**src/cache_pkg.sv**
```systemverilog
package cache_pkg;

	localparam int addr_width = 16; // Processor byte address
	localparam int data_width = 32;
	localparam int index_bits = 4;
	localparam int offset_bits = 2; // Byte offset inside a word is ignored by the cache
	localparam int tag_bits = addr_width - index_bits - offset_bits;
	localparam int lines = 1 << index_bits;

	typedef logic [index_bits-1:0] addr_index_t;
	typedef logic [tag_bits-1:0]   addr_tag_t;

	// Source of the word written into the data store
	typedef enum logic {
		cdata_proc = 1'b0,
		cdata_sys  = 1'b1
	} cdata_sel_e;

	// Source of the word returned to the processor
	typedef enum logic {
		pdata_cache = 1'b0,
		pdata_sys   = 1'b1
	} pdata_sel_e;

	// Address is split as tag | index | byte offset
	function automatic addr_index_t addr_index(input logic [addr_width-1:0] addr);
		return addr[offset_bits +: index_bits];
	endfunction

	function automatic addr_tag_t addr_tag(input logic [addr_width-1:0] addr);
		return addr[addr_width-1 -: tag_bits];
	endfunction

endpackage

```
**src/bus_pkg.sv**
```systemverilog
package bus_pkg;

	typedef enum logic {
		rw_read  = 1'b0,
		rw_write = 1'b1
	} rw_e;

	// System memory has no ready line and answers after a fixed number of wait states
	localparam int wait_states = 2;
	localparam int wsc_width = $clog2(wait_states + 1);

	// Held stable by the processor from p_strobe until p_ready
	typedef struct packed {
		rw_e                                rw;
		logic [cache_pkg::addr_width-1:0] addr;
		logic [cache_pkg::data_width-1:0] wdata;
	} p_req_t;

	// Latched by system memory on the single strobe cycle
	typedef struct packed {
		logic                               strobe;
		rw_e                                rw;
		logic [cache_pkg::addr_width-1:0] addr;
		logic [cache_pkg::data_width-1:0] wdata;
	} sys_req_t;

endpackage

```
**src/cache_ctrl.sv**
```systemverilog
`timescale 1ns/1ps

module cache_ctrl import cache_pkg::*, bus_pkg::*; (
	input  logic       clock,
	input  logic       arst_n,
	input  logic       p_strobe,
	input  rw_e        p_rw,
	input  logic       hit,
	input  logic       carry,
	output logic       p_ready,
	output logic       sys_strobe,
	output rw_e        sys_rw,
	output logic       tag_write,
	output logic       data_write,
	output logic       wsc_load,
	output cdata_sel_e cdata_sel,
	output pdata_sel_e pdata_sel
);

	typedef enum logic [3:0] {
		st_idle,
		st_read,
		st_read_miss,
		st_read_sys,
		st_read_data,
		st_write,
		st_write_hit,
		st_write_miss,
		st_write_sys,
		st_write_data
	} state_t;

	state_t state;
	state_t next_state;
	state_t accept_state; // Where a new request would go from here
	logic   write;

	always_ff @(posedge clock or negedge arst_n) begin
		if (!arst_n) begin
			state <= st_idle;
		end else begin
			state <= next_state;
		end
	end

	always_comb begin
		if (!p_strobe) begin
			accept_state = st_idle;
		end else if (p_rw == rw_write) begin
			accept_state = st_write;
		end else begin
			accept_state = st_read;
		end
	end

	always_comb begin
		next_state = st_idle;
		case (state)
			st_idle:       next_state = accept_state;
			st_read: begin
				if (!p_strobe) begin
					next_state = st_idle; // Nothing new after the previous completion
				end else if (p_rw == rw_write) begin
					next_state = hit ? st_write_hit : st_write_miss; // Write chained after a read
				end else begin
					next_state = hit ? accept_state : st_read_miss; // Hit chains straight on
				end
			end
			st_read_miss:  next_state = st_read_sys;
			st_read_sys:   next_state = carry ? st_read_data : st_read_sys;
			st_read_data:  next_state = accept_state;
			st_write:      next_state = hit ? st_write_hit : st_write_miss;
			st_write_hit:  next_state = st_write_sys;
			st_write_miss: next_state = st_write_sys;
			st_write_sys:  next_state = carry ? st_write_data : st_write_sys;
			st_write_data: next_state = st_idle;
			default:       next_state = st_idle;
		endcase
	end

	always_comb begin
		p_ready    = 1'b0;
		sys_strobe = 1'b0;
		sys_rw     = rw_read;
		write      = 1'b0;
		wsc_load   = 1'b0;
		cdata_sel  = cdata_proc;
		pdata_sel  = pdata_cache;
		case (state)
			st_read: begin
				// The request in hand may be a write that followed a read
				p_ready = hit && p_strobe && (p_rw == rw_read);
			end
			st_read_miss: begin
				sys_strobe = 1'b1;
				wsc_load   = 1'b1;
			end
			st_read_data: begin
				p_ready   = 1'b1;
				write     = 1'b1; // Fill the line with the fetched word
				cdata_sel = cdata_sys;
				pdata_sel = pdata_sys;
			end
			st_write_hit, st_write_miss: begin
				sys_strobe = 1'b1;
				sys_rw     = rw_write;
				wsc_load   = 1'b1;
				write      = 1'b1; // A write miss allocates the word as well
			end
			st_write_data: begin
				p_ready = 1'b1;
			end
			default: begin
				p_ready = 1'b0;
			end
		endcase
	end

	// Tag and data are always written together
	assign tag_write  = write;
	assign data_write = write;

endmodule

```
**src/wait_state_counter.sv**
```systemverilog
`timescale 1ns/1ps

module wait_state_counter import bus_pkg::*; (
	input  logic clock,
	input  logic arst_n,
	input  logic load,
	output logic carry
);

	logic [wsc_width-1:0] count; // Zero means idle

	always_ff @(posedge clock or negedge arst_n) begin
		if (!arst_n) begin
			count <= '0;
		end else if (load) begin
			count <= wsc_width'(wait_states);
		end else if (count != '0) begin
			count <= count - 1'b1;
		end
	end

	assign carry = (count == wsc_width'(1)); // Last cycle of the system access

endmodule

```
**src/tag_store.sv**
```systemverilog
`timescale 1ns/1ps

module tag_store import cache_pkg::*; (
	input  logic                  clock,
	input  logic                  arst_n,
	input  logic [addr_width-1:0] addr,
	input  logic                  write,
	output logic                  hit
);

	addr_tag_t        tags [lines];
	logic [lines-1:0] valid;
	addr_index_t      index;
	addr_tag_t        tag;

	assign index = addr_index(addr);
	assign tag   = addr_tag(addr);

	// A cleared valid bit marks an empty line
	always_ff @(posedge clock or negedge arst_n) begin
		if (!arst_n) begin
			valid <= '0;
		end else if (write) begin
			valid[index] <= 1'b1;
		end
	end

	always_ff @(posedge clock) begin
		if (write) begin
			tags[index] <= tag;
		end
	end

	assign hit = valid[index] && (tags[index] == tag);

endmodule

```
**src/data_store.sv**
```systemverilog
`timescale 1ns/1ps

module data_store import cache_pkg::*; (
	input  logic                  clock,
	input  logic [addr_width-1:0] addr,
	input  logic                  write,
	input  cdata_sel_e            cdata_sel,
	input  pdata_sel_e            pdata_sel,
	input  logic [data_width-1:0] p_wdata,
	input  logic [data_width-1:0] sys_rdata,
	output logic [data_width-1:0] p_rdata
);

	logic [data_width-1:0] mem [lines];
	logic [data_width-1:0] wdata;
	addr_index_t           index;

	assign index = addr_index(addr);
	assign wdata = (cdata_sel == cdata_sys) ? sys_rdata : p_wdata;

	always_ff @(posedge clock) begin
		if (write) begin
			mem[index] <= wdata;
		end
	end

	// On a read miss the memory word bypasses the array while it is being filled
	assign p_rdata = (pdata_sel == pdata_sys) ? sys_rdata : mem[index];

endmodule

```
**src/cache_top.sv**
```systemverilog
`timescale 1ns/1ps

module cache_top import cache_pkg::*, bus_pkg::*; (
	input  logic                  clock,
	input  logic                  arst_n,
	input  logic                  p_strobe,
	input  p_req_t                p_req,
	output logic                  p_ready,
	output logic [data_width-1:0] p_rdata,
	output sys_req_t              sys_req,
	input  logic [data_width-1:0] sys_rdata
);

	logic       hit;
	logic       carry;
	logic       sys_strobe;
	rw_e        sys_rw;
	logic       tag_write;
	logic       data_write;
	logic       wsc_load;
	cdata_sel_e cdata_sel;
	pdata_sel_e pdata_sel;

	cache_ctrl u_ctrl (
		.clock      (clock),
		.arst_n     (arst_n),
		.p_strobe   (p_strobe),
		.p_rw       (p_req.rw),
		.hit        (hit),
		.carry      (carry),
		.p_ready    (p_ready),
		.sys_strobe (sys_strobe),
		.sys_rw     (sys_rw),
		.tag_write  (tag_write),
		.data_write (data_write),
		.wsc_load   (wsc_load),
		.cdata_sel  (cdata_sel),
		.pdata_sel  (pdata_sel)
	);

	wait_state_counter u_wsc (
		.clock  (clock),
		.arst_n (arst_n),
		.load   (wsc_load),
		.carry  (carry)
	);

	tag_store u_tags (
		.clock  (clock),
		.arst_n (arst_n),
		.addr   (p_req.addr),
		.write  (tag_write),
		.hit    (hit)
	);

	data_store u_data (
		.clock     (clock),
		.addr      (p_req.addr),
		.write     (data_write),
		.cdata_sel (cdata_sel),
		.pdata_sel (pdata_sel),
		.p_wdata   (p_req.wdata),
		.sys_rdata (sys_rdata),
		.p_rdata   (p_rdata)
	);

	// Processor holds its request, so address and data pass straight to memory
	assign sys_req = '{
		strobe: sys_strobe,
		rw:     sys_rw,
		addr:   p_req.addr,
		wdata:  p_req.wdata
	};

endmodule

```
**config.mk**
```make
export PLATFORM = sky130hd
export DESIGN_NAME = cache_top
export DESIGN_NICKNAME = d
export VERILOG_FILES = /design/src/cache_pkg.sv /design/src/bus_pkg.sv /design/src/cache_ctrl.sv /design/src/wait_state_counter.sv /design/src/tag_store.sv /design/src/data_store.sv /design/src/cache_top.sv
export SDC_FILE = /design/constraint.sdc
export NUM_CORES = 1
export LEC_CHECK = 0
export ABC_AREA = 1
export BUFFER_PORTS_ARGS = -buffer_cell sky130_fd_sc_hd__buf_2
export CAP_MARGIN = 20
export CORE_UTILIZATION = 35
export DETAILED_ROUTE_END_ITERATION = 12
export PLACE_DENSITY = 0.53
export RECOVER_POWER = 50
export SLEW_MARGIN = 0
export SYNTH_ARGS = -nofsm -noshare
export SYNTH_HDL_FRONTEND = slang
export SYNTH_SLANG_ARGS = --single-unit
```
**constraint.sdc**
```tcl
create_clock -name clock -period 3 [get_ports clock]
set_input_delay 0.6 -clock clock [delete_from_list [all_inputs] [get_ports clock]]
set_output_delay 0.6 -clock clock [all_outputs]
set_load 0.05 [all_outputs]
```
==> flow_summary.json <==
{
  "clk_pin_slew_worst_paths_ns": 0.06,
  "violations": "negative setup slack",
  "drt_iter0_markers": 1728,
  "place_hpwl_mm": 42.9,
  "slew_headroom_pct": 2.72,
  "vdd_drop_max_mv": 0.406,
  "crit_arrival_ns": 2.48,
  "grt_pass1_vias": 18100,
  "wire_per_inst_um": 21.9,
  "max_stage_delay_ns": 0.28,
  "grt_overflow": 0,
  "vias": 18600,
  "firstDrtPassIters": 5,
  "cp_cell_sequence": "buf_16 -> inv_4 -> bufbuf_16 -> nand2_1 -> nand2_1 -> nand2_1 -> nand2_1 -> nand2_1 -> nand2_1 -> nor2_1 -> nor2_1 -> nor2_1 -> nand3_2 -> nor2_4 -> nand3_2 -> nand3_2 -> buf_8",
  "fillCellCount": 7350,
  "internal_power_mw": 17.6,
  "fin_skew_ns": 0.0123,
  "async_flop_share_pct": 3.17,
  "place.gp.congestion": 0.798,
  "holdWs_ns": 0.325,
  "synth_edf_count": 672,
  "place_area_um2": 30900,
  "synth_ff_type": "edfxtp_1",
  "powerDensity_nw_per_um2": 700,
  "die-height_um": 285,
  "finish.instance_area_um2": 34100,
  "die_area_um2": 81300,
  "status": "finished with violations",
  "drc": 0,
  "cts_buffers": 75,
  "cts_max_level": 3,
  "wl_mm": 79.3,
  "final_core_util_pct": 43.1,
  "syn2layout_area_growth_pct": 21.4,
  "syn_inst": 2282,
  "finalMaxSlewViolations": 0,
  "cp_max_fo": 15,
  "core_area_um2": 79100,
  "ant_nets": 0,
  "clockBufferDepth": 3,
  "maxCapViolCount": 0,
  "n_antenna_cell": 0,
  "rsz0062_at_grt": "yes",
  "clk_latency_ns": 0.62,
  "num_rows": 103,
  "cp-start-kind": "input port",
  "via_per_inst": 5.12,
  "endpoint_kind": "output port",
  "max_freq_mhz": 325,
  "synth_fp_nets": 2368,
  "worst_slack_ns": -0.0812,
  "grt_first_pass_wirelength_mm": 117,
  "cts_tree": "built",
  "yosysWarnings": 0,
  "num_io_pins": 167,
  "required_ns": 2.40,
  "synth_area_per_cell_um2": 12.3,
  "switchingPower_mw": 6.27,
  "seq_area_frac_synth_pct": 73.9,
  "fin_crit_sh_pct": 103,
  "crit_type": "input port to output port",
  "hold_viol": 0,
  "grt_max_degree": 91,
  "synth_seq_cells": 694,
  "drive_gt1_share_pct": 17.4,
  "hold_path.class": "input port to flop",
  "die_w_um": 285,
  "netlist_area_um2": 28100,
  "path_common_cell": "nand2_1",
  "clockRootBuffer": "clkbuf_16",
  "tightest_slew_ns": 1.46,
  "grt_usage_pct": 19.2,
  "total_power_mw": 23.9,
  "crit_buf_inv": 4,
  "slowest_stage": "bufbuf_16",
  "comb_power_share_pct": 14.1,
  "period_needed_ns": 3.08,
  "io_buffers": 162,
  "clkSinkCount": 694,
  "pwr-share-clk_pct": 38.1,
  "ys_types": 26,
  "setup_viol_count_final": 4,
  "antenna_found_initial": 1,
  "setup_tns_ns": -0.145,
  "worst_path_dominant_cell_family": "simple AND/OR/NAND/NOR gates",
  "final_nets": 2598,
  "start_util_pct": 35.5,
  "p_leak_nw": 12.6,
  "seqPwrFrac_pct": 47.8,
  "p_sw_share_pct": 26.3
}
-- Yosys cell counts, drive strengths merged (11+ instances only) --
master / number / area share (%)
nand2: 787 / 11
inv: 51 / 0.68
clkbuf: 62 / 0.83
o21ai: 63 / 1.1
nor2: 44 / 0.61
a22oi: 128 / 3.4
buf: 113 / 2.6
a21oi: 11 / 0.20
dfrtp: 22 / 2.0
nand4: 24 / 0.54
edfxtp: 672 / 72
nand3: 284 / 5.1
-- layout make-up --
cell class                      instances  area, µm²  share of cell area [%]
Multi-Input combinational cell       1361       6470                    19.0
Inverter                               52        208                   0.610
Timing Repair Buffer                  328       2950                    8.66
Tap cell                             1050       1310                    3.86
Clock buffer                           90       1970                    5.79
Clock inverter                         46        432                    1.27
Sequential cell                       694      20700                    60.8
-- stage by stage --
| step | setup WS (ns) | std cells |
|---|---|---|
| detailed placement | -0.377 | 3457 |
| global placement | -0.371 | 3456 |
| finish | -0.0812 | 3621 |
| floorplan | -0.675 | 2282 |
| global route | -0.224 | 3621 |
| CTS | -0.0560 | 3605 |
-- what timing repair did --
item	4_1_cts	5_1_grt
hold endpoints to repair	22	0
pin swaps	6	15
setup endpoints to repair	33	33
gates resized for setup	73	39
gates cloned	5	6
buffers inserted	6	10
hold buffers	1	0
-- flip-flops by register name, indices dropped and copies added, names as in the netlist --
name and count:
u_data.mem 512, u_tags.tags 160, u_tags.valid 16, u_ctrl.state 4, u_wsc.count 2
-- final timing paths --
path                                      start                  to  slack (ns)  cells after the start
worst max-delay path                  p_req[34]             p_ready       -0.08                     17
worst max register to register  u_ctrl.state[0]    u_data.mem[7][1]        0.46                      8
worst min-delay path                  p_req[43]  u_tags.tags[11][5]        0.33                      1
min in group asynchronous                arst_n      u_wsc.count[0]        0.86                      2
worst min register to register  u_tags.valid[3]     u_tags.valid[3]        0.45                      2
max in group asynchronous                arst_n    u_tags.valid[14]        1.27                      2
-- power by group through the flow --
stage / clock network, mW / logic [mW] / registers [mW]
after floorplan: 0 / 1.97 / 11.6
after global placement: 0 / 3.08 / 11.6
after detailed placement: 0 / 3.14 / 11.6
after CTS: 9.24 / 3.30 / 11.4
after global routing: 9.59 / 3.63 / 11.4
final: 9.08 / 3.36 / 11.4
-- logic make-up after synthesis --
group | after synthesis | share of synthesized area [%]
AO/OA/AOI/OAI | 210 | 4.98
flip-flops | 694 | 73.9
buffers and inverters | 227 | 4.11
AND/OR/NAND/NOR | 1149 | 17.0
adder cells (fa/ha/maj) | 2 | 0.0892
-- routing by layer --
layer	vias to the layer above	GRT usage (%)	routed length [µm]
met5	-	0	13
met4	2	4.84	1350
met3	99	3.11	4660
met2	606	31.0	37800
met1	9289	26.8	35400
li1	8554	-	-
-- placed cells by master, fill, tap and decap left out, drive strengths merged --
master | Yosys | final
a21oi | 11 | 11
a22oi | 128 | 128
and2 | 1 | 1
buf | 113 | 262
bufbuf | 0 | 3
bufinv | 0 | 7
clkbuf | 62 | 152
clkinv | 1 | 32
clkinvlp | 0 | 3
dfrtp | 22 | 22
dlygate4sd3 | 0 | 1
edfxtp | 672 | 672
ha | 2 | 2
inv | 51 | 56
nand2 | 787 | 787
nand3 | 284 | 284
nand4 | 24 | 24
nor2 | 44 | 44
nor3 | 1 | 1
o2111ai | 1 | 1
o21ai | 63 | 63
o21bai | 6 | 6
o221a | 1 | 1
or2 | 8 | 8
No activity file was read; power rests on OpenSTA's default activity.
